### src/design/elinkPkg.sv
// Shared types and 8b10b special codes for the E-link loopback
// Symbols are written abcdei_fghj with bit a in bit 9
// Only K28.1, K28.5 and K28.6 are known to the link
package elinkPkg;

  localparam int SymW = 10;  // One 8b10b symbol

  // Delimiter carried with every byte
  typedef enum logic [1:0] {
    delimData = 2'd0,  // Plain D.x.y byte
    delimSop  = 2'd1,  // K28.1
    delimEop  = 2'd2,  // K28.6
    delimIdle = 2'd3   // K28.5, also the comma
  } delimT;

  // Register map of the config block
  typedef enum logic [1:0] {
    addrCtrl     = 2'd0,
    addrStatus   = 2'd1,
    addrErrCount = 2'd2
  } CfgAddrT;

  // Neg form is sent at negative running disparity
  localparam logic [SymW-1:0] K285Neg = 10'b001111_1010;
  localparam logic [SymW-1:0] K285Pos = 10'b110000_0101;
  localparam logic [SymW-1:0] K281Neg = 10'b001111_1001;
  localparam logic [SymW-1:0] K281Pos = 10'b110000_0110;
  localparam logic [SymW-1:0] K286Neg = 10'b001111_0110;
  localparam logic [SymW-1:0] K286Pos = 10'b110000_1001;

endpackage

### src/design/elinkCfg.sv
// Control and status registers of the E-link loopback
// ctrl bits: 0 txEnable, 1 swapOut, 2 swapIn, 3 reverse10b
// status bits: 0 aligned (live), 1 overflow (sticky, write 1 to clear)
// Any write to errCount clears it; the counter saturates at 255
module elinkCfg
(
  input  logic              getDataTrig,
  input  logic              rstN,
  input  logic              cfgWr,
  input  elinkPkg::CfgAddrT cfgAddr,
  input  logic [7:0]        cfgWdata,
  input  logic              codeErr,
  input  logic              aligned,
  input  logic              overflowSet,
  output logic [7:0]        cfgRdata,
  output logic              txEnable,
  output logic              swapOut,
  output logic              swapIn,
  output logic              reverse10b
);
  import elinkPkg::*;

  logic       overflow;  // Sticky FIFO overflow
  logic [7:0] errCount;  // Code error count

  always_ff @(posedge getDataTrig or negedge rstN)
  begin
    if (!rstN)
    begin
      {reverse10b, swapIn, swapOut, txEnable} <= 4'b0000;
      overflow <= 1'b0;
      errCount <= 8'd0;
    end
    else
    begin
      if (cfgWr && cfgAddr == addrCtrl)
        {reverse10b, swapIn, swapOut, txEnable} <= cfgWdata[3:0];
      // New overflow wins over clear
      if (overflowSet)
        overflow <= 1'b1;
      else if (cfgWr && cfgAddr == addrStatus && cfgWdata[1])
        overflow <= 1'b0;
      if (cfgWr && cfgAddr == addrErrCount)
        errCount <= 8'd0;
      else if (codeErr && errCount != 8'hFF)
        errCount <= errCount + 8'd1;  // Saturating
    end
  end

  // Readback, no side effects
  always_comb
  begin
    case (cfgAddr)
      addrCtrl:     cfgRdata = {4'b0000, reverse10b, swapIn, swapOut, txEnable};
      addrStatus:   cfgRdata = {6'b000000, overflow, aligned};
      addrErrCount: cfgRdata = errCount;
      default:      cfgRdata = 8'd0;
    endcase
  end

endmodule

### config.mk
export PLATFORM = sky130hd
export DESIGN_NAME = elinkCfg
export DESIGN_NICKNAME = d
export VERILOG_FILES = /design/src/design/elinkPkg.sv /design/src/design/elinkCfg.sv
export SDC_FILE = /design/constraint.sdc
export NUM_CORES = 1
export LEC_CHECK = 0
export BUFFER_PORTS_ARGS = -buffer_cell sky130_fd_sc_hd__clkbuf_2
export CAP_MARGIN = 10
export CELL_PAD_IN_SITES_DETAIL_PLACEMENT = 1
export CELL_PAD_IN_SITES_GLOBAL_PLACEMENT = 1
export CORE_UTILIZATION = 36
export CTS_CLUSTER_SIZE = 14
export DETAILED_ROUTE_END_ITERATION = 8
export PLACE_DENSITY_LB_ADDON = 0.1
export SYNTH_ARGS = -nofsm -noshare
export SYNTH_HDL_FRONTEND = slang
export SYNTH_SLANG_ARGS = --single-unit
### constraint.sdc
create_clock -name getDataTrig -period 1.63 [get_ports getDataTrig]
set_clock_uncertainty 0.05 [all_clocks]
set_input_delay 0.0815 -clock getDataTrig [delete_from_list [all_inputs] [get_ports getDataTrig]]
set_output_delay 0.0815 -clock getDataTrig [all_outputs]
set_load 0.005 [all_outputs]
======== Yosys cells after proc, flatten, opt, wreduce, memory -nomap -nowiden ========
Cells that the tools add are included.
cells by class
  add/sub/neg operators ................... 1
  equal/unequal tests ..................... 3
  multiplexer cells ....................... 5
  reductions and logical operators ........ 8
operators with widths
  operator             number
  $pmux 8 s3           1
  $mux 8               2
  $add 8x1->8 const B  1
  $ne 8x8->1 const B   1
  $logic_and 1x1->1    5
  $reduce_bool 2->1    2
  $eq 2x1->1 const B   1
  $eq 2x2->1 const B   1
  $logic_not 2->1      1
  $mux 1               2
storage, ports and cells
  bits in registers ....................... 13
  input bits .............................. 16
  output and inout port bits .............. 12
  logic and storage cells ................. 23

======== Depth between registers and ports, before layout ========
Gate-level depths: netlist of run 1.
  depth in word-level cells ............... 5
  depth in mapped cells ................... 4
  depth with buffers taken out ............ 4

======== Worst setup path after synthesis of run 1 ========
Ideal clock, no wire load.
  kind .................................... reg-to-reg
  start point ............................. register errCount[0]
  end point ............................... register errCount[0]
  arrival time ............................ 1.269 ns
  data required time ...................... 1.501 ns
  setup slack ............................. 0.231 ns
  cell stages (with the launch flop) ...... 5
  path buffers ............................ 0
  period minus slack after synthesis ...... 1.399 ns
  cell sequence ........................... dfrtp_1 ha_1 and4_4 a21boi_2 mux2i_1
on the way
  word-level cells in the longest chain between the ends .. 3
ends and longest elaborated chain
  item                                         line                            RTL
  from (decl)                                  elinkCfg.sv:24                  logic [7:0] errCount;
  from (signal assigned)                       elinkCfg.sv:46                  errCount <= errCount + 8'd1;
  $add 8x1->8 or $ne 8x8->1 (tied branches)    elinkCfg.sv:46, elinkCfg.sv:45
  $mux 8 or $logic_and 1x1->1 (tied branches)  elinkCfg.sv:45                  else if (codeErr && errCount != 8'hFF)
  $mux 8 or $reduce_bool 2->1 (tied branches)  n/a
Parallel ways exist; a longest one is shown, timed or not. The select of a mux whose other input is x is not followed.
A chain may end at the register's enable or synchronous reset.

======== Worst setup path after layout of run 1 ========
Same ends and word-level chain as after synthesis.

==> results.ini, run 1 <==
[placed_design]
preCtsSetupSlack_ns=0.302
hpwlAfterDp_um=1460
placed_cells=131
io_buffers=23
globalplace.congestion=0.700

[cts]
cts-root-buf=clkbuf_4
cts-buffers-inserted=3
ctsHtreeMaxLevel=1
tritoncts=built
clock-sinks=13
clk_latency_ns=0.27
clk_pin_slew_ns=0.08
postCtsSetupBuffers=0
cts_max_path_buffers=2

[layout]
nets=130
n_fill_cell=260
mostFrequentLayoutCell=clkbuf_2
layout-drive-gt1-share_pct=38.4
area_growth_pct=28.1
mostFrequentLayoutCells=clkbuf_2, dfrtp_1, mux2i_1, nand2_1
finalNonFillerCells=140
n_antenna_cell=0

[critical_path]
path_class=register to register
cp-end-kind=register
r2r_end=errCount[0]
r2r-start=errCount[0]
crit_arrival_ns=1.47
worstPathRequired_ns=1.78
crit_fanout=5
reg2reg_slack_ns=0.31
cp-start-kind=register
r2r_cells=4

[run]
cap_violations=0

[routing]
drt-total-wl_um=1970
wl_per_cell_um=14.0
vias=708
drc_errors=0
via_per_inst=5.06
first_pass_iters=4
drt_iter0_drc=3
drtAntennaViolNets=0

[run_status]
status=completed

[global_routing]
antenna_found_initial=0
grt_usage_pct=17.0
grt.met2_usage_pct=27.1
use_met3_pct=2.78
use_met1_pct=22.9
overflow=0
grt_max_degree=14
busiest_layer=met2
grt_pass1_wl_um=3190
grt_pass1_vias=640

[timing]
finalCritPeriodShare_pct=81.3
finalMaxSlewViolations=0
rsz0062_at_grt=false
setup_ws_ns=0.305
fmax_mhz=755
finalCriticalPeriod_ns=1.32
relSlewSlack_pct=75.2
hold_violations=0
hold_ws_ns=0.0157
worstMarginPinSlew_ns=0.372
tns_ns=0
setup-violations-final=0

[synth]
synth.distinct_cells=33
avgSynthCellArea_um2=10.5
synth-seq-cells=13
yosys.area.top_type=dfrtp_1
synth-seq-area-share_pct=39.1
syn_area_um2=832
synth_cells=79
synth_fp_nets=96
yosys_warnings=0
synth_top_area_share_pct=39.1
synthTopCellsByArea=dfrtp_1, mux2i_1, mux2_2

[floorplanning]
core_um2=2190
fp.dieH_um=50.1
dieArea_um2=2510
rows=17
ios=28
die_w_um=50.1
initial_utilization_pct=38.0

[power]
vdd_drop_max_v=0.000718
leakagePower_nw=0.487
pwr_density_cell_nw_per_um2=922

[hold_path]
hold_path.class=primary input to register
hold_depth=2
min_to=swapOut
worstHoldStart=cfgWdata[1]

==> what timing repair did <==
action,in CTS,in global routing
hold endpoints to repair,17,0
hold buffers,5,0
setup endpoints to repair,0,0
gates resized for setup,0,0
==> final cells by class <==
type                    count  area [µm²]  area share (%)
repair buffers             31         188            17.6
clock buffers               4        26.3            2.46
multi-input cells          61         480            45.1
well taps                  28        35.0            3.29
inverters                   3        11.3            1.06
flip-flops and latches     13         325            30.5
==> kinds of logic (layout without fill, tap and decap cells) <==
kind of cell             after synthesis  in the layout  share of synthesized area (%)
AND/OR/NAND/NOR                       36             36                           29.3
buffers and inverters                  5             38                           3.16
flip-flops                            13             13                           39.1
adder cells (fa/ha/maj)                1              1                           1.50
AO/OA/AOI/OAI                         12             12                           11.9
multiplexers                          12             12                           15.0
==> power breakdown <==
| group | internal, W | switching [W] |
|---|---|---|
| clock | 0.0000946 | 0.000112 |
| sequential | 0.000385 | 0.0000624 |
| combinational | 0.000167 | 0.000162 |
| total | 0.000647 | 0.000336 |
==> metal layers <==
metal / routed length (µm) / share of wire [%] / vias to the layer above
met5: 0 / 0 / -
met4: 23 / 1.2 / 0
met3: 46 / 2.3 / 2
met2: 965 / 49 / 9
met1: 930 / 47 / 349
li1: - / - / 348
==> worst max-delay path, stage by stage (launching register included) <==
cell and delay (ns):
dfrtp_1 0.39, ha_1 0.21, and4_4 0.22, a21boi_2 0.19, mux2i_1 0.19
==> flip-flops by register name, summed over array words and instances, names as in the netlist <==
signal and count:
errCount 8, overflow 1, reverse10b 1, swapIn 1, swapOut 1, txEnable 1
==> cells in the mapped netlist <==
library cell and n:
nor2b_4 1, nor3_1 3, a31oi_1 1, clkbuf_4 1, a211oi_1 1, nand4b_1 1
nand4_1 2, inv_1 3, mux2_2 4, o21ai_0 4, and3_4 1, and4_1 1
and2_1 5, nor3b_2 1, nand3_2 1, a2111oi_4 1, and4_4 1, nand3_1 2
a21oi_1 2, nor2_1 2, nand2b_1 2, a21oi_2 1, nand3b_1 1, a21o_1 1
nor3_2 1, dfrtp_1 13, nand2_1 8, nor2b_1 2, a21boi_2 1, nor3b_4 1
mux2i_1 8, buf_4 1, ha_1 1
==> worst max-delay path by stage <==
stage | to | from | cells past startpoint | slack, ns
finish | errCount[0] | errCount[0] | 4 | 0.31
global route | errCount[0] | errCount[0] | 4 | 0.21
CTS | errCount[1] | errCount[0] | 4 | 0.29
detailed placement | errCount[1] | errCount[0] | 4 | 0.30
global placement | errCount[1] | errCount[0] | 4 | 0.32
floorplan | errCount[0] | errCount[0] | 4 | 0.23
==> through the flow <==
step	power, W	utilization [%]	area [µm²]
global placement	0.000766	45.2	990
global route	0.00105	48.7	1070
detailed placement	0.000777	45.2	990
finish	0.000983	48.7	1070
floorplan	0.000628	-	832
CTS	0.000993	48.7	1070
Power figures use the tool's default switching activity.
==> inputs of run 2 (changes only) <==
--- a/config.mk
+++ b/config.mk
@@ -9,7 +9,7 @@
 export CAP_MARGIN = 10
 export CELL_PAD_IN_SITES_DETAIL_PLACEMENT = 1
 export CELL_PAD_IN_SITES_GLOBAL_PLACEMENT = 1
-export CORE_UTILIZATION = 36
+export CORE_UTILIZATION = 33
 export CTS_CLUSTER_SIZE = 14
 export DETAILED_ROUTE_END_ITERATION = 8
 export PLACE_DENSITY_LB_ADDON = 0.1
==> constraint.sdc (replaced) <==
create_clock -name getDataTrig -period 1.2 [get_ports getDataTrig]
set_clock_uncertainty 0.05 [all_clocks]
set_input_delay 0.06 -clock getDataTrig [delete_from_list [all_inputs] [get_ports getDataTrig]]
set_output_delay 0.06 -clock getDataTrig [all_outputs]
set_load 0.005 [all_outputs]
==> run 2 against run 1 <==
Against the previous run:
- the flow now finishes with violations (negative setup slack)
- clock-buffer cell count unchanged
- register-to-register slack worse by 0.39 ns
- first-iteration DRC count increased by 100%
- routed wire length is 21% higher
- non-clock buffer count grew 15
- sequential power is 40% higher
- sequential share of layout area decreased by 5.0 points
- fmax rose by 2.9%
- cell count rose by 11%
- combinational power up 120%
- hold slack better by 0.036 ns
- total power is 67% higher
- critical path type unchanged
- critical endpoint unchanged
- highest routed layer is now met3
==> results.ini, run 2 (same netlist as run 1, synthesis figures left out) <==
[run_status]
status=finished with violations
violations=negative setup slack

[timing]
relSlewSlack_pct=74.7  ; -0.54 points
rsz0062_at_grt=true
fmax_mhz=777  ; +2.9%
finalCritPeriodShare_pct=107  ; +26 points
setup_ws_ns=-0.0870  ; -0.392 ns
hold_violations=0  ; unchanged
finalMaxSlewViolations=0  ; unchanged
worstMarginPinSlew_ns=0.379  ; +0.00700 ns
finalCriticalPeriod_ns=1.29  ; -0.0376 ns
setup-violations-final=10  ; +10
tns_ns=-0.605  ; -0.605 ns

[cts]
cts-root-buf=clkbuf_4
cts_max_path_buffers=2  ; unchanged
clk_latency_ns=0.29  ; +0.02 ns
clk_pin_slew_ns=0.09  ; about the same
cts-buffers-inserted=3  ; unchanged
clock-sinks=13  ; unchanged
ctsHtreeMaxLevel=1  ; unchanged
tritoncts=built

[critical_path]
r2r_cells=4  ; unchanged
setup.worst_path.start=errCount[0]
slowest_stage=dfrtp_2
cp-start-kind=register
slowest_delay_ns=0.44  ; +0.05 ns
crit_family=flip-flops
cp-end-kind=register
reg2reg_slack_ns=-0.09  ; -0.39 ns
crit_arrival_ns=1.43  ; -0.04 ns
r2r_end=errCount[0]
cp_cell_sequence=ha_4 -> and4_4 -> a21boi_4 -> mux2i_1
path_class=register to register
r2r-start=errCount[0]
crit_fanout=5  ; unchanged
cp.depth=4  ; unchanged
worstPathRequired_ns=1.34  ; -0.44 ns
crit_buf_inv=0  ; unchanged
crit_end=errCount[0]

[layout]
top_register=errCount
mostFrequentLayoutCell=clkbuf_2
largest_reg_flops=8  ; unchanged
finalNonFillerCells=155  ; +11%
mostFrequentLayoutCells=clkbuf_2, dfrtp_1, buf_4
nets=145  ; +12%
utilization_pct=56.0  ; +7.3 points
area_growth_pct=54.6
n_antenna_cell=0  ; unchanged
layout-drive-gt1-share_pct=51.2  ; +13 points

[floorplanning]
fp.dieH_um=52.2  ; +4.3%
initial_utilization_pct=36.2  ; -1.8 points
die_w_um=52.2  ; +4.3%
core_um2=2300  ; +4.9%
ios=28  ; unchanged
dieArea_um2=2730  ; +8.7%
rows=17  ; unchanged

[global_routing]
grt_max_degree=14  ; unchanged
grt_pass1_wl_um=3580  ; +12%
antenna_found_initial=0  ; unchanged
grt_usage_pct=18.9  ; +1.9 points
overflow=0  ; unchanged
grt_pass1_vias=762  ; +19%

[placed_design]
io_buffers=23  ; unchanged
globalplace.congestion=0.769  ; +9.9%
preCtsSetupSlack_ns=-0.126  ; -0.428 ns
placed_cells=138  ; +5.3%
hpwlAfterDp_um=1630  ; +11%

[routing]
drt-total-wl_um=2380  ; +21%
via_per_inst=4.99  ; -1.4%
drt_iter0_drc=6  ; +3
drc_errors=0  ; unchanged
wl_per_cell_um=15.4  ; +9.4%
first_pass_iters=4  ; unchanged
drtAntennaViolNets=0  ; unchanged
vias=773  ; +9.2%

[power]
clockPowerShare_pct=17.1  ; -3.9 points
switching_share_pct=33.7  ; -0.52 points
seqPwrFrac_pct=38.2  ; -7.3 points
vdd_drop_max_v=0.000947  ; +32%
p_sw_w=0.000551  ; +64%
leakagePower_nw=0.599  ; +23%
pwr_density_cell_nw_per_um2=1270  ; +38%
p_comb_share_pct=44.7  ; +11 points
internal_power_w=0.00109  ; +68%

[hold_path]
hold_path.class=primary input to register

[run]
cap_violations=0  ; unchanged

-- run 2: changes by cell type in the layout (fill, tap and decap cells not counted), sizes merged --
cell and change:
dlygate4sd3 +1, buf +14
-- run 2: per-stage QoR --
step           total power [W]  instance area, µm²  hold WS, ns
2_1_floorplan         0.000888                 846       -0.286
3_3_place_gp           0.00115                1070      -0.0716
3_5_place_dp           0.00118                1070      -0.0680
4_1_cts                0.00157                1200       0.0481
5_1_grt                0.00175                1290       0.0393
6_report               0.00164                1290       0.0515
-- run 2: area by class of cell --
class	count	area, µm²
inverter	3	11.3
timing repair buffer	46	342
clock buffer	4	26.3
multi-input combinational	61	544
fill	265	1010
sequential	13	328
tap	28	35.0
-- run 2: worst min path at each step --
stage / depth (start not counted) / slack (ns) / start / endpoint
floorplan: 0 / -0.29 / rstN / errCount[0]
global placement: 1 / -0.07 / rstN / overflow
detailed placement: 1 / -0.07 / rstN / overflow
CTS: 3 / 0.05 / cfgWr / overflow
global route: 3 / 0.04 / cfgWr / overflow
finish: 3 / 0.05 / cfgWr / overflow
-- run 2: worst reg2reg max path: cells and delay by family (launching register included) --
kind	cells	cell delay, ns
DFF	1	0.44
muxes	1	0.21
adders and majority gates	1	0.18
and+or+nand+nor	1	0.18
AOI/OAI and AO/OA	1	0.16
-- run 2: power groups by stage --
stage	Combinational [W]	Sequential [W]	Clock, W
4_1_cts	0.000663	0.000612	0.000294
6_report	0.000731	0.000625	0.000281
3_3_place_gp	0.000534	0.000616	0
3_5_place_dp	0.000559	0.000618	0
2_1_floorplan	0.000254	0.000633	0
5_1_grt	0.000796	0.000635	0.000321
-- run 2: per-layer routing --
metal,vias to the layer above,wire (µm),GRT usage [%]
li1,380,-,-
met1,377,1060,22.8
met5,-,0,0
met2,16,1250,32.1
met3,0,73,6.09
met4,0,0,5.26
-- run 2: repair_timing --
item	CTS	global route
hold buffers	6	0
buffers inserted	3	4
pin swaps	7	7
gates resized for setup	4	15
hold endpoints to repair	18	0
setup endpoints to repair	11	15
==> inputs of run 3 (changes only) <==
--- a/config.mk
+++ b/config.mk
@@ -9,8 +9,7 @@
 export CAP_MARGIN = 10
 export CELL_PAD_IN_SITES_DETAIL_PLACEMENT = 1
 export CELL_PAD_IN_SITES_GLOBAL_PLACEMENT = 1
-export CORE_UTILIZATION = 33
-export CTS_CLUSTER_SIZE = 14
+export CORE_UTILIZATION = 36
 export DETAILED_ROUTE_END_ITERATION = 8
 export PLACE_DENSITY_LB_ADDON = 0.1
 export SYNTH_ARGS = -nofsm -noshare
==> constraint.sdc (replaced) <==
create_clock -name getDataTrig -period 1.4 [get_ports getDataTrig]
set_clock_uncertainty 0.05 [all_clocks]
set_input_delay 0.07 -clock getDataTrig [delete_from_list [all_inputs] [get_ports getDataTrig]]
set_output_delay 0.07 -clock getDataTrig [all_outputs]
set_load 0.005 [all_outputs]
==> run 3 against run 2 <==
Against the previous run:
- the flow now finishes without violations
- routed wire length is 16% lower
- die area fell by 8.0%
- global-route usage shrank 0.97 points
- first-iteration DRC count increased by 17%
- sequential power decreased by 17%
- worst setup slack improved by 0.19 ns
- utilization down 5.8 points
- total power shrank 29%
- cell count down 7.7%
- critical path depth did not move
- register-to-register slack improved by 0.19 ns
- largest cell class unchanged
==> results.ini, run 3 (same netlist as run 1, synthesis figures left out) <==
[run_status]
status=completed

[cts]
cts_max_path_buffers=2  ; unchanged
clk_pin_slew_ns=0.08  ; about the same
clock-sinks=13  ; unchanged
clk_latency_ns=0.28  ; about the same
tritoncts=built
cts-root-buf=clkbuf_4
cts-buffers-inserted=3  ; unchanged
postCtsSetupBuffers=0  ; -3
ctsHtreeMaxLevel=1  ; unchanged

[routing]
drc_errors=0  ; unchanged
drt_iter0_drc=7  ; +1
first_pass_iters=4  ; unchanged
wl_per_cell_um=14.0  ; -8.8%
via_per_inst=5.08  ; +1.9%
vias=727  ; -6.0%
drtAntennaViolNets=0  ; unchanged
drt-total-wl_um=2000  ; -16%

[placed_design]
io_buffers=23  ; unchanged
placed_cells=133  ; -3.6%
hpwlAfterDp_um=1570  ; -3.3%
globalplace.congestion=0.717  ; -6.8%

[critical_path]
reg2reg_slack_ns=0.1  ; +0.19 ns
slowest_stage=dfrtp_1
cp-start-kind=register
crit_arrival_ns=1.42  ; about the same
crit_family=flip-flops
cp_cell_sequence=ha_1 -> buf_4 -> a2111oi_4 -> nor3b_2
crit_fanout=5  ; unchanged
r2r_end=errCount[5]
slowest_delay_ns=0.38  ; -0.06 ns
cp-end-kind=register
path_class=register to register
r2r-start=errCount[0]
crit_buf_inv=1  ; +1
worstPathRequired_ns=1.52  ; +0.18 ns
r2r_cells=4  ; unchanged

[power]
p_comb_share_pct=34.8  ; -9.9 points
leakagePower_nw=0.507  ; -15%
internal_power_w=0.000765  ; -29%
clockPowerShare_pct=20.8  ; +3.7 points
pwr_density_cell_nw_per_um2=1060  ; -17%
p_sw_w=0.000398  ; -28%
switching_share_pct=34.2  ; +0.52 points
vdd_drop_max_v=0.000617  ; -35%
seqPwrFrac_pct=44.4  ; +6.2 points

[timing]
tns_ns=0  ; +0.605 ns
relSlewSlack_pct=76.6  ; +1.9 points
fmax_mhz=769  ; -1.0%
hold_ws_ns=0.0822  ; +0.0308 ns
setup-violations-final=0  ; -10
hold_violations=0  ; unchanged
rsz0062_at_grt=false
finalMaxSlewViolations=0  ; unchanged
worstMarginPinSlew_ns=0.352  ; -0.0275 ns
finalCritPeriodShare_pct=92.9  ; -14 points
finalCriticalPeriod_ns=1.30  ; +0.0133 ns

[hold_path]
min_to=overflow
hold_path.class=primary input to register
hold_depth=3  ; unchanged
worstHoldStart=cfgWr

[global_routing]
grt_usage_pct=17.9  ; -0.97 points
grt_pass1_vias=725  ; -4.9%
overflow=0  ; unchanged
grt_max_degree=14  ; unchanged
grt_pass1_wl_um=3390  ; -5.2%
antenna_found_initial=0  ; unchanged

[layout]
n_antenna_cell=0  ; unchanged
top_register=errCount
mostFrequentLayoutCells=clkbuf_2, dfrtp_1, mux2i_1, nand2_1, dlygate4sd3_1
finalNonFillerCells=143  ; -7.7%
area_growth_pct=32.0
mostFrequentLayoutCell=clkbuf_2
largest_reg_flops=8  ; unchanged
nets=133  ; -8.3%
layout-drive-gt1-share_pct=39.1  ; -12 points

[floorplanning]
initial_utilization_pct=38.0  ; +1.8 points
dieArea_um2=2510  ; -8.0%
ios=28  ; unchanged
rows=17  ; unchanged
die_w_um=50.1  ; -4.1%
core_um2=2190  ; -4.6%
fp.dieH_um=50.1  ; -4.1%

[run]
cap_violations=0  ; unchanged

[run 3: cell types whose count changed in the layout (fill, tap and decap cells not counted), sizes merged]
cell	delta
buf	-12
[run 3: worst max-delay path by stage]
stage	from	to	cells past startpoint
after floorplan	errCount[0]	errCount[0]	4
after global placement	errCount[0]	errCount[1]	4
after detailed placement	errCount[0]	errCount[0]	4
after CTS	errCount[0]	errCount[0]	4
after global routing	errCount[1]	errCount[0]	4
final	errCount[0]	errCount[5]	4
[run 3: layout make-up]
cell class                      instances  area, µm²
Timing Repair Buffer                   34        213
Sequential cell                        13        325
Clock buffer                            4       26.3
Fill cell                             264       1090
Multi-Input combinational cell         61        488
Tap cell                               28       35.0
Inverter                                3       11.3
[run 3: routing by layer]
layer	vias to the layer above	share of wire, %	GRT usage, %
met1	351	44	23.2
met2	11	52	30.0
li1	363	-	-
met3	2	2.6	2.78
met5	-	0	0
met4	0	1.1	5.71
[run 3: worst register-to-register path, delay by kind of cell (launching register included)]
family / cells / cell delay [ns]
AND/OR/NAND/NOR: 1 / 0.08
AO/OA/AOI/OAI: 1 / 0.31
flip-flops: 1 / 0.38
adder cells (fa/ha/maj): 1 / 0.21
buffers and inverters: 1 / 0.16
[run 3: power groups by stage]
stage	clock network (W)	registers, W	logic, W
3_3_place_gp	0	0.000521	0.000384
2_1_floorplan	0	0.000530	0.000202
6_report	0.000242	0.000517	0.000404
4_1_cts	0.000253	0.000519	0.000412
5_1_grt	0.000267	0.000531	0.000453
3_5_place_dp	0	0.000525	0.000398
[run 3: metrics by stage]
step           power [W]  util (%)  instance area, µm²  worst slack, ns
6_report         0.00116      50.1                1100           0.0997
5_1_grt          0.00125      50.1                1100           0.0177
4_1_cts          0.00118      49.8                1090           0.0660
3_5_place_dp    0.000923      45.9                1000           0.0835
3_3_place_gp    0.000905      45.9                1000           0.0966
2_1_floorplan   0.000731         -                 832          0.00147
[run 3: what timing repair did]
| action | in CTS | in global routing |
|---|---|---|
| endpoints found under the hold margin | 18 | 0 |
| setup endpoints to repair | 0 | 3 |
| hold buffers | 6 | 0 |
| resized for setup | 0 | 2 |
