[config.mk]
export PLATFORM = sky130hd
export DESIGN_NAME = elinkDes
export DESIGN_NICKNAME = d
export VERILOG_FILES = /design/src/design/elinkPkg.sv /design/src/design/elinkDes.sv
export SDC_FILE = /design/constraint.sdc
export NUM_CORES = 1
export LEC_CHECK = 0
export BUFFER_PORTS_ARGS = -buffer_cell sky130_fd_sc_hd__buf_2
export CORE_ASPECT_RATIO = 0.75
export CORE_MARGIN = 3
export CORE_UTILIZATION = 40
export CTS_BUF_LIST = sky130_fd_sc_hd__clkbuf_8
export CTS_CLUSTER_DIAMETER = 150
export DETAILED_ROUTE_END_ITERATION = 6
export PLACE_DENSITY = 0.59
export SETUP_SLACK_MARGIN = 0.5
export SKIP_LAST_GASP = 1
export SLEW_MARGIN = 5
export SYNTH_ARGS = -nofsm -noshare
export SYNTH_HDL_FRONTEND = slang
export SYNTH_SLANG_ARGS = --single-unit
[constraint.sdc]
create_clock -name getDataTrig -period 1.9 [get_ports getDataTrig]
set_input_delay 0.095 -clock getDataTrig [delete_from_list [all_inputs] [get_ports getDataTrig]]
set_output_delay 0.095 -clock getDataTrig [all_outputs]
set_load 0.01 [all_outputs]
[src/design/elinkPkg.sv]
// Shared types and 8b10b special codes for the E-link loopback
// Symbols are written abcdei_fghj with bit a in bit 9
// Only K28.1, K28.5 and K28.6 are known to the link
package elinkPkg;

  localparam int SymW = 10;  // One 8b10b symbol

  // Delimiter carried with every byte
  typedef enum logic [1:0] {
    delimData = 2'd0,  // Plain D.x.y byte
    delimSop  = 2'd1,  // K28.1
    delimEop  = 2'd2,  // K28.6
    delimIdle = 2'd3   // K28.5, also the comma
  } delimT;

  // Register map of the config block
  typedef enum logic [1:0] {
    addrCtrl     = 2'd0,
    addrStatus   = 2'd1,
    addrErrCount = 2'd2
  } CfgAddrT;

  // Neg form is sent at negative running disparity
  localparam logic [SymW-1:0] K285Neg = 10'b001111_1010;
  localparam logic [SymW-1:0] K285Pos = 10'b110000_0101;
  localparam logic [SymW-1:0] K281Neg = 10'b001111_1001;
  localparam logic [SymW-1:0] K281Pos = 10'b110000_0110;
  localparam logic [SymW-1:0] K286Neg = 10'b001111_0110;
  localparam logic [SymW-1:0] K286Pos = 10'b110000_1001;

endpackage

[src/design/elinkDes.sv]
// 2-to-10 deserializer with comma alignment
// Locks after LockCount K28.5 commas in a row at one pair phase
// Unlocks after LockCount non-comma symbols at the locked phase once a
// comma has shown up at another phase
module elinkDes
#(
  parameter int LockCount = 3
)
(
  input  logic                      getDataTrig,
  input  logic                      rstN,
  input  logic [1:0]                edataIn,
  input  logic                      swapIn,
  input  logic                      reverse10b,
  output logic [elinkPkg::SymW-1:0] rxSym,
  output logic                      rxStb,
  output logic                      aligned
);
  import elinkPkg::*;

  localparam int CntW = $clog2(LockCount + 1);

  logic [1:0]      pairIn;
  logic [SymW-1:0] win;         // Last five pairs
  logic [SymW-1:0] cand;        // Window in symbol order
  logic [2:0]      phase;       // Pair position mod 5
  logic [2:0]      lockPhase;   // Candidate or locked phase
  logic [CntW-1:0] cnt;         // Comma run or miss run
  logic            otherComma;  // Comma seen off the locked phase
  logic            isComma;

  assign pairIn = swapIn ? {edataIn[0], edataIn[1]} : edataIn;

  always_comb
  begin
    if (reverse10b)
      cand = {<<{win}};
    else
      cand = win;
  end

  assign isComma = (cand == K285Neg) || (cand == K285Pos);

  always_ff @(posedge getDataTrig or negedge rstN)
  begin
    if (!rstN)
    begin
      win        <= '0;
      phase      <= 3'd0;
      lockPhase  <= 3'd0;
      cnt        <= '0;
      otherComma <= 1'b0;
      aligned    <= 1'b0;
      rxStb      <= 1'b0;
    end
    else
    begin
      win   <= {pairIn, win[SymW-1:2]};  // Newest pair on top
      phase <= (phase == 3'd4) ? 3'd0 : phase + 3'd1;
      rxStb <= aligned && (phase == lockPhase);
      if (!aligned)
      begin
        if (isComma && phase == lockPhase)
        begin
          if (cnt == CntW'(LockCount - 1))
          begin
            aligned    <= 1'b1;  // Locked here
            cnt        <= '0;
            otherComma <= 1'b0;
          end
          else
            cnt <= cnt + 1'b1;
        end
        else if (isComma)
        begin
          lockPhase <= phase;  // New candidate phase
          cnt       <= CntW'(1);
        end
        else if (phase == lockPhase)
          cnt <= '0;  // Run broken
      end
      else if (isComma && phase != lockPhase)
        otherComma <= 1'b1;
      else if (phase == lockPhase)
      begin
        if (isComma)
        begin
          cnt        <= '0;  // Lock confirmed
          otherComma <= 1'b0;
        end
        else if (otherComma)
        begin
          if (cnt == CntW'(LockCount - 1))
          begin
            aligned    <= 1'b0;  // Lost, search again
            cnt        <= '0;
            otherComma <= 1'b0;
          end
          else
            cnt <= cnt + 1'b1;
        end
      end
    end
  end

  always_ff @(posedge getDataTrig)
  begin
    if (phase == lockPhase)
      rxSym <= cand;
  end

endmodule

---- Word level (Yosys, flattened, before mapping) ----
Index checks and enable logic that the tools add are counted.
operators by class
  add/subtract/negate cells ............... 2
  multipliers ............................. 0
  div/mod/pow operators ................... 0
  magnitude comparators ................... 0
  eq/ne operators ......................... 10
  shift-type cells ........................ 0
  muxes and demuxes ....................... 27
  bitwise gates (word level) .............. 2
  reductions and logical operators ........ 10
operator list
  kind                                                                     number
  2-bit 2-to-1 mux                                                         10
  1-bit 2-to-1 mux                                                         15
  10-bit == test, second input constant                                    1
  10-bit by 8-bit == test with 1-bit output, second input constant         1
  10-bit 2-to-1 mux                                                        1
  3-bit by 1-bit inequality test with 1-bit output, second input constant  2
  3-bit AND reduction                                                      2
  4-bit AND reduction                                                      1
  2-bit nonzero test                                                       2
  3-bit by 1-bit adder with 3-bit output, second input constant            1
  3-bit == test                                                            1
  3-bit == test, second input constant                                     1
  1-bit logical AND                                                        3
  3-bit 2-to-1 mux                                                         1
  3-bit inequality test                                                    1
  3-bit nonzero test                                                       1
  2-bit by 1-bit adder with 2-bit output, second input constant            1
  2-bit == test, second input constant                                     1
  2-bit by 1-bit inequality test with 1-bit output, second input constant  1
  2-bit inequality test, second input constant                             1
  1-bit NOT                                                                2
  1-bit logical OR                                                         1
storage, ports and cells
  register bits after elaboration ......... 31
  bits in latches ......................... 0
  RAM bits ................................ 0
  bits in read-only memories .............. 0
  bits of input ports ..................... 6
  output and inout port bits .............. 12
  logic and storage cells ................. 59
  memories ................................ 0

---- Depth between registers and ports, before layout ----
Gate-level depths: netlist of run 1.
  word-level depth ........................ 7
  mapped depth ............................ 6

---- Worst setup path after synthesis of run 1 ----
No wires, ideal clock.
  kind .................................... flip-flop to flip-flop
  from .................................... register win[6]
  to ...................................... register lockPhase[0]
  library setup time ...................... 0.125 ns
  arrival ................................. 1.788 ns
  required time ........................... 1.775 ns
  slack ................................... -0.013 ns
  stages on the path, launching flop included .. 5
  buffers on the path ..................... 0
  period minus slack after synthesis ...... 1.913 ns
  cell sequence ........................... dfrtp_1 > or4_1 > o32a_4 > nor2_1 > mux2_2
on the way
  cells in the longest elaborated chain, start to end .. 6
  elaborated cells between the ends (all ways) .. 7
  classes of those cells .................. eq/ne (2); mux (1); bitwise (1); reduce/logical (3)
RTL lines
  item                                                                         RTL line        text
  from (decl)                                                                  elinkDes.sv:24  logic [SymW-1:0] win;
  from (signal assigned)                                                       elinkDes.sv:58  win <= {pairIn, win[SymW-1:2]};
  10-bit 2-to-1 mux *                                                          elinkDes.sv:36  if (reverse10b)
  10-bit by 8-bit == test with 1-bit output or 10-bit == test (tied branches)  elinkDes.sv:42  assign isComma = (cand == K285Neg) || (cand == K285Pos);
  1-bit logical OR *                                                           elinkDes.sv:42
  1-bit logical AND                                                            elinkDes.sv:63  if (isComma && phase == lockPhase)
  1-bit NOT (no line)                                                          -
  3-bit AND reduction (no line) *                                              -
  to (signal assigned)                                                         elinkDes.sv:76  lockPhase <= phase;
  to (decl)                                                                    elinkDes.sv:27  logic [2:0] lockPhase;
Every way passes the cells marked *; elsewhere a longest branch is shown, timed or not.
A chain may end at the register's enable or synchronous reset.

---- Worst setup path after layout of run 1 ----
Ends and elaborated chain as after synthesis.

==> results of run 1 <==
==> final timing paths <==
kind | startpoint | to | slack, ns | cells past startpoint
hold / removal | edataIn[1] | win[9] | 0.06 | 2
setup / recovery | win[6] | lockPhase[0] | 0.03 | 4
max in group asynchronous | rstN | phase[0] | 1.26 | 2
setup reg to reg | win[6] | lockPhase[0] | 0.03 | 4
hold reg to reg | win[2] | win[0] | 0.48 | 0
min in group asynchronous | rstN | win[2] | 0.30 | 2
==> per-stage QoR <==
step	instances	cell area [um^2]	setup TNS, ns
2_1_floorplan	98	1330	0
4_1_cts	171	1670	0
6_report	174	1730	0
3_3_place_gp	161	1520	0
3_5_place_dp	161	1520	0
5_1_grt	174	1730	-0.0839
==> sequential cells by signal, summed over array words and instances, names as in the netlist <==
signal / cells
aligned: 1
cnt: 2
lockPhase: 3
otherComma: 1
phase: 3
rxStb: 1
rxSym: 10
win: 10
==> cell usage after synthesis (all sizes together), types with 2 or more instances <==
master	number
a21o	2
a22oi	2
dfrtp	21
edfxtp	10
ha	2
inv	6
mux2	14
nand2	4
nand2b	2
nand3	4
nand4	2
nor2	6
nor3	3
nor3b	2
or4	2
xnor2	3
==> cell families (layout without fill, tap and decap cells) <==
logic type,count (synthesis),after routing,synth area share (%)
xor gates and xnor gates,3,3,1.98
and+or+nand+nor,28,28,11.5
buffers and inverters,7,45,1.98
AOI/OAI and AO/OA,13,13,8.40
DFF,31,31,62.3
adders and majority gates,2,2,1.89
muxes,14,14,11.9
==> area by class of cell <==
cell class	count	area (um^2)
Clock inverter	3	38.8
Fill cell	273	1340
Inverter	6	22.5
Sequential cell	31	827
Clock buffer	5	68.8
Multi-Input combinational cell	60	524
Tap cell	38	47.5
Timing Repair Buffer	31	196
==> routing by layer <==
metal,track usage [%],part of all wire (%),wire [um],vias to the layer above
li1,-,-,-,433
met1,21.1,48,1230,441
met5,0,0,0,-
met2,20.8,47,1200,16
met4,6.32,0.82,21,0
met3,4.33,3.8,97,3
==> power by group <==
group | leakage (uW) | internal (uW) | switching, uW
combinational | 0.000341 | 67.1 | 50.1
sequential | 0.000353 | 717 | 21.6
clock | 0.0000556 | 383 | 243
==> critical path: stages (launching register included) <==
cell and delay (ns):
sky130_fd_sc_hd__dfrtp_1 0.38, sky130_fd_sc_hd__or4_4 0.53, sky130_fd_sc_hd__o32a_4 0.40, sky130_fd_sc_hd__nor2_4 0.12, sky130_fd_sc_hd__mux2_2 0.34
==> timing repair <==
item,in CTS,in global routing
pin swaps,0,4
hold buffers,1,0
gates resized for setup,5,6
hold endpoints to repair,21,0
setup buffers,1,3
setup endpoints to repair,7,17
==> cell usage in the layout (no fill, tap or decap), drive strengths merged, types with 2 or more instances in the layout <==
cell type / count
mux2: 14
nor2: 6
or4: 2
nor3: 3
nand4: 2
nand3: 4
nand2: 4
a22oi: 2
nor3b: 2
xnor2: 3
edfxtp: 10
nand2b: 2
inv: 6
clkinv: 2
clkbuf: 5
buf: 30
a21o: 2
ha: 2
dfrtp: 21
==> impl_results.md, run 1 <==
- Die width: 72.5 um
- DR vias: 893
- Power consumption: 1480 uW
- Arrival @ worst endpoint: 2.04 ns
- Max-slew violations: 0
- Port bufs: 17
- Area of the placeable core: 3060 um^2
- Number of distinct library cell variants in the gate-level netlist after synthesis: 29
- Maximum clock frequency: 0.534 GHz
- Slack of the critical path: 0.0268 ns
- Vias in the first global route: 899
- Seq/Total Area, Yosys: between 60% and 70%
- Detailed-route wire length: approximately 2600 um
- Largest area contributor in the synthesized netlist: sky130_fd_sc_hd__dfrtp_1
- Final period utilization: between 90 and 100%
- Clk_lat worst skew: 0.28 ns
- Status: completed
- Number of clock buffers inserted by TritonCTS: 5
- Total routing resource utilization after global routing: 14.8%
- Slew HR: ~69%
- Vias per std cell: 5.13
- Dpl ws: 0.00999 ns
- Ys flop type: sky130_fd_sc_hd__dfrtp_1
- RSZ-0062 raised after global routing: true
- Clock tree from TritonCTS: done
- Share of the core filled with cells in the final layout: 56.3%
- Share of flip-flops with an asynchronous set or reset: 67.7%
- Type of the tightest min-delay check: in2reg
- Leak pwr: 0.000750 uW
- Startpoint type of the worst setup path: flip-flop
- H-tree Lvls: 2
- Placement row count: 17
- Pin slew with the least headroom to its limit: between 0.4 and 0.5 ns
- Maximum fanout encountered on the critical timing path: 3
- Critical path data required time: 2.07 ns
- Antenna-violating nets left: 0
- Biggest area contributors in the synthesized netlist: sky130_fd_sc_hd__dfrtp_1 40%, sky130_fd_sc_hd__edfxtp_1 23%, sky130_fd_sc_hd__mux2_2 12%, sky130_fd_sc_hd__xnor2_1 2.0%, sky130_fd_sc_hd__ha_1 1.9%
- First-pass detailed-route iteration total: 4
- Placer's final routability congestion estimate: 0.745
- Total power per unit cell area: 859 nW/um^2
- Average wire length per cell after detail routing: 14.7 um
- Worst setup path class: reg2reg
- Post-synthesis to final-layout area growth: 30.2%
- Number of violations reported at the end of detailed-routing iteration 0: 37
- Fraction of post-synthesis cell area in the top cell type by area: 39.7%
- Total nets after synthesis: 106
- Synth warn: 0
- Number of enable flip-flop cells after synthesis: 10
- Half-perimeter wire length after detailed placement: 1750 um
- TritonCTS Sinks: 31
- Hold Violations, Final: 0
- Final setup violation count: 0
- Worst setup EP type: flip-flop
- Clk root buf: sky130_fd_sc_hd__clkbuf_8
- FF+latch count, synth: 31
- Max IR drop VDD: slightly below 0.4 mV
- Net count, final: between 100 and 150
- Clock transition at the registers of the reported paths: about 0.060 ns
- Skew final: 0.00495 ns
- Initial antenna violation count: 0
- Min Tclk post-route: 1.87 ns
- Antenna Diode Count: 0
- Instance count of the mapped netlist: 98
- Pin count of the biggest net entering global routing: 22
- Starting utilization of the core area: ~43%
- Maximum number of buffers from clock root to sink: 2
- Global-route wire length before repair: approximately 4400 um
- DIE HEIGHT: 55.8 um
- Number of placed I/O pins: 18
- Share of post-route cells with drive strength above 1: 46.3%
- Worst hold slack after final layout: 0.0575 ns
- Number of max-cap violations: 0
- Sum of overflow across all layers after global routing: 0
- Die outline area: 4050 um^2
- Mean instance size in the synthesized netlist: 13.5 um^2
- Residual DRC count: 0
- Netlist area before placement: 1330 um^2
No activity file was read; power rests on OpenSTA's default activity.
==> inputs of run 2 (changes only) <==
- CORE_ASPECT_RATIO: 0.75 -> unset
==> run 2 against run 1 <==
Net effect:
- register-to-register slack worse by 0.02 ns
- sequential cell count stayed put
- wire length is 4.8% lower
- total power is 11% lower
- clock power is 25% lower
- first-iteration DRC count is 41% lower
- fmax is 1.2% lower
- core utilization is 2.3 points lower
- clock-buffer cell count stayed put
- die area is 0.18% lower
- critical path depth is 1 higher
==> impl_results.md, run 2 (same netlist as run 1, synthesis figures left out) <==
- Status: completed
- Half-perimeter wire length after detailed placement: 1670 um
- Total cell area at the placement stage: around 1500 um^2
- First-pass detailed-route iteration total: 4
- Number of inserted filler cells in the final layout: 278
- Number of violations reported at the end of detailed-routing iteration 0: 22
- Vias per std cell: 4.97
- Share of post-route cells with drive strength above 1: a little over two fifths
- Critical hold path startpoint: edataIn[0]
- Leak pwr: between 0.0007 and 0.0008 uW
- Area of the multi-input gates: 524 um^2
- Arrival @ worst endpoint: 2.08 ns
- Average wire length per cell after detail routing: about 14 um
- Skew final: 0.00324 ns
- Clock transition at the registers of the reported paths: 0.06 ns
- Worst path top cell family by delay: simple AND/OR/NAND/NOR gates
- Detailed-route wire length: 2430 um
- Dpl ws: 0.00355 ns
- Residual DRC count: 0
- Worst setup path class: reg2reg
- Number of placed I/O pins: 18
- Slowest cell on crit path: sky130_fd_sc_hd__or4_1
- Post-synthesis to final-layout area growth: 26.4%
- Net count, final: 139
- Die width: 63.6 um
- Pin slew with the least headroom to its limit: 0.475 ns
- Final setup violation count: 0
- Max-slew violations: 0
- Worst setup EP type: flip-flop
- DR vias: 875
- Vias in the first global route: 872
- Maximum number of buffers from clock root to sink: 2
- Startpoint type of the worst setup path: flip-flop
- Sum of overflow across all layers after global routing: 0
- Crit path buf inv count: 1
- Max IR drop VDD: 0.317 mV
- TritonCTS Sinks: 31
- Final period utilization: 99.8%
- Antenna Diode Count: 0
- Min Tclk post-route: 1.90 ns
- Initial antenna violation count: 0
- H-tree Lvls: 2
- Leading cell type in the layout, fill and taps excluded: sky130_fd_sc_hd__dfrtp_1
- Pin count of the biggest net entering global routing: 22
- DIE HEIGHT: roughly 64 um
- Hold Violations, Final: 0
- Type of the tightest min-delay check: in2reg
- Area of the placeable core: 3100 um^2
- FF+latch area: 826 um^2
- Starting utilization of the core area: between 40% and 50%
- Port bufs: 17
- Slack of the critical path: between 0.003 and 0.004 ns
- Number of clock buffers inserted by TritonCTS: 5
- Placer's final routability congestion estimate: 0.754
- Critical path data required time: 2.08 ns
- Chain of cells forming the critical path: or4_1 > o32a_4 > buf_4 > nand2b_1 > a211oi_2
- Total power per unit cell area: a little under 800 nW/um^2
- Total routing resource utilization after global routing: 14.2%
- R2R Path Start: win[6]
- Placement row count: 20
- Maximum fanout encountered on the critical timing path: 7
- Largest registers: rxSym (10), win (10)
- Number of max-cap violations: 0
- Launch point of the worst path: win[6]
- Antenna-violating nets left: 0
- Maximum clock frequency: 0.527 GHz
- RSZ-0062 raised after global routing: true
- Clock tree from TritonCTS: done
- Clk root buf: sky130_fd_sc_hd__clkbuf_8
- Area of all placed cells without fillers: 1680 um^2
- Longest individual stage delay on the worst path: 0.53 ns
- Global-route wire length before repair: 4240 um
- Die outline area: 4040 um^2
- Clk_lat worst skew: 0.28 ns
- Leading cell types in the layout, fill and taps excluded: 21 x sky130_fd_sc_hd__dfrtp_1, 17 x sky130_fd_sc_hd__buf_2, 14 x sky130_fd_sc_hd__mux2_2
- Slew HR: 68.4%
-- run 2: worst paths after layout --
check / to / slack (ns) / depth (start not counted)
worst max-delay path: otherComma / 0.004 / 5
min in group asynchronous: otherComma / 0.31 / 2
max in group asynchronous: win[0] / 1.26 / 2
worst min-delay path: win[9] / 0.06 / 2
worst max register to register: otherComma / 0.004 / 5
worst min register to register: win[6] / 0.46 / 0
-- run 2: metal layers --
metal / global-route usage, % / up-vias / wire length [um]
met5: 0 / - / 0
met3: 6.24 / 5 / 130
met1: 17.7 / 432 / 1130
li1: - / 423 / -
met2: 20.6 / 15 / 1110
met4: 7.28 / 0 / 55
-- run 2: per-stage QoR --
stage	TNS, ns	total power, uW	utilization [%]	hold WS [ns]	instances
after floorplan	0	803	-	-0.201	98
after global placement	0	846	48.9	0.0731	165
after detailed placement	0	848	48.9	0.0783	165
after CTS	0	1330	53.1	0.0538	176
after global routing	-0.103	1390	54.0	0.0601	176
final	0	1310	54.0	0.0634	176
-- run 2: area by class of cell --
class	count	share of cell area, %
clock buffer	5	4.11
inverter	6	1.34
sequential	31	49.3
multi-input combinational	60	31.3
clock inverter	3	0.747
timing repair buffer	27	9.93
tap	44	3.29
-- run 2: what timing repair did --
item / 4_1_cts / 5_1_grt
hold buffers: 1 / 0
pin swaps: 1 / 0
setup endpoints to repair: 17 / 17
gates resized for setup: 5 / 5
hold endpoints to repair: 21 / 0
buffers inserted: 2 / 0
-- run 2: power by group --
part | switching (uW) | internal, uW | total [uW]
Clock | 223 | 245 | 468
Sequential | 22.3 | 718 | 740
Combinational | 45.0 | 58.5 | 103
==> inputs of run 3 (changes only) <==
- ABC_CLOCK_PERIOD_IN_PS: unset -> 1900
- CORE_MARGIN: 3 -> 8
==> run 3 against run 2 <==
Net effect:
- core utilization down 1.8 points
- first-iteration DRC count increased by 32%
- highest routed layer unchanged
- final area is 1.4% higher
- worst hold slack got worse by 0.0034 ns
- final cell count up 1.7%
- clock-buffer cell count unchanged
- via count increased by 2.1%
==> impl_results.md, run 3 (same netlist as run 1, synthesis figures left out) <==
- H-tree Lvls: 2
- FF+latch area: 827 um^2
- Max-slew violations: 0
- Antenna Diode Count: 0
- Number of placed I/O pins: 18
- Port bufs: 17
- Half-perimeter wire length after detailed placement: 1710 um
- Die outline area: around 5400 um^2
- Total cell area at the placement stage: 1520 um^2
- Largest registers: rxSym (10), win (10)
- Share of total power in combinational logic: under 10%
- DIE HEIGHT: 73.6 um
- Post-synthesis to final-layout area growth: 28.2%
- Initial antenna violation count: 0
- Reg-to-Reg End: cnt[1]
- Number of max-cap violations: 0
- Critical hold path startpoint: edataIn[1]
- Endpoint with the worst hold slack: win[9]
- Net count, final: 140
- Max IR drop VDD: about 0.47 mV
- DR vias: 893
- Placer's final routability congestion estimate: 0.738
- Share of post-route cells with drive strength above 1: 45.1%
- Skew final: 0.00332 ns
- Power consumption: 1340 uW
- Pin count of the biggest net entering global routing: 22
- Sum of overflow across all layers after global routing: 0
- Worst setup path class: reg2reg
- Maximum clock frequency: ~0.53 GHz
- Critical path data required time: 2.12 ns
- TritonCTS Sinks: 31
- Sw Ratio: 23.1%
- Clock transition at the registers of the reported paths: 0.07 ns
- Area of the multi-input gates: 529 um^2
- Maximum fanout encountered on the critical timing path: 3
- Hold Violations, Final: 0
- Arrival @ worst endpoint: 2.11 ns
- Maximum number of buffers from clock root to sink: 2
- Global-route wire length before repair: 4000 um
- Leading cell type in the layout, fill and taps excluded: sky130_fd_sc_hd__dfrtp_1
- Launch point of the worst path: win[6]
- Starting utilization of the core area: 40.7%
- Area of the placeable core: about 3300 um^2
- Worst setup EP type: flip-flop
- Area of all placed cells without fillers: 1700 um^2
- Number of violations reported at the end of detailed-routing iteration 0: 29
- Vias in the first global route: 902
- Slew HR: roughly 69%
- R2R Path Start: win[6]
- Startpoint type of the worst setup path: flip-flop
- Status: completed
- Pin slew with the least headroom to its limit: approximately 0.46 ns
- RSZ-0062 raised after global routing: true
- Int Pwr: roughly 1000 uW
- Min-Delay Path Depth: 2
- Final setup violation count: 0
- Clock tree from TritonCTS: done
- Dpl ws: ~0.0095 ns
- Total routing resource utilization after global routing: under 10%
- Min Tclk post-route: about 1.9 ns
- Share of power burned in the clock network: a little under two fifths
- Residual DRC count: 0
- Placement row count: 21
- Clk_lat worst skew: 0.28 ns
- Clk root buf: sky130_fd_sc_hd__clkbuf_8
- Total power per unit cell area: 790 nW/um^2
- Flop-to-flop setup slack: 0.008 ns
- Leading cell types in the layout, fill and taps excluded: 20 x sky130_fd_sc_hd__dfrtp_1, 17 x sky130_fd_sc_hd__buf_2, 11 x sky130_fd_sc_hd__mux2_2
- Switching Power: 310 uW
- Slack of the critical path: 0.00824 ns
- Number of inserted filler cells in the final layout: 308
- Worst reg2reg path depth: 4
- Detailed-route wire length: 2460 um
- Vias per std cell: 4.99
- Worst hold slack after final layout: 0.0600 ns
- Number of clock buffers inserted by TritonCTS: 5
- Sequential Power Share: 55.2%
- Die width: 73.6 um
- First-pass detailed-route iteration total: 4
- Type of the tightest min-delay check: in2reg
- Average wire length per cell after detail routing: approximately 14 um
- Leak pwr: a little over 0.0007 uW
- Antenna-violating nets left: 0
- Final period utilization: 99.6%
-- run 3: timing repair --
action | 4_1_cts | 5_1_grt
resized for setup | 8 | 5
endpoints found under the hold margin | 21 | 0
setup endpoints to repair | 17 | 17
buffers inserted | 3 | 0
hold buffers | 1 | 0
pin swaps | 1 | 0
-- run 3: cell type report --
type,count,area share [%]
sequential,31,48.7
clock buffer,5,4.05
timing repair buffer,28,10.2
tap,46,3.39
clock inverter,3,1.18
multi-input combinational,60,31.1
inverter,6,1.33
-- run 3: power by group through the flow --
stage	Combinational, uW	Sequential [uW]	Clock, uW
5_1_grt	116	743	544
3_3_place_gp	93.6	750	0
4_1_cts	105	739	511
2_1_floorplan	55.6	748	0
6_report	105	740	496
3_5_place_dp	97.0	751	0
-- run 3: per-stage QoR --
step,TNS [ns],instances,util [%]
finish,0,179,52.2
global route,-0.0853,179,52.2
CTS,0,179,51.5
detailed placement,0,167,46.6
global placement,0,167,46.6
floorplan,0,98,-
-- run 3: worst max path at each step --
stage                       to  slack (ns)  cells past startpoint
finish                  cnt[1]       0.008                      4
global route            cnt[1]       -0.05                      4
floorplan               cnt[1]        0.02                      4
global placement        cnt[1]        0.07                      4
detailed placement  otherComma       0.009                      6
CTS                     cnt[1]        0.03                      4
-- run 3: worst max-delay path, stage by stage (launching register included) --
cell and delay, ns:
sky130_fd_sc_hd__dfrtp_1 0.39, sky130_fd_sc_hd__or4_4 0.54, sky130_fd_sc_hd__o32a_4 0.34, sky130_fd_sc_hd__or4_1 0.46
sky130_fd_sc_hd__nand4_1 0.10
-- run 3: routing by layer --
layer | GRT usage, % | part of all wire, % | up-vias
met3 | 4.23 | 5.2 | 6
met1 | 11.0 | 44 | 440
met4 | 4.66 | 1.7 | 0
met2 | 16.0 | 50 | 20
met5 | 0 | 0 | -
li1 | - | - | 427
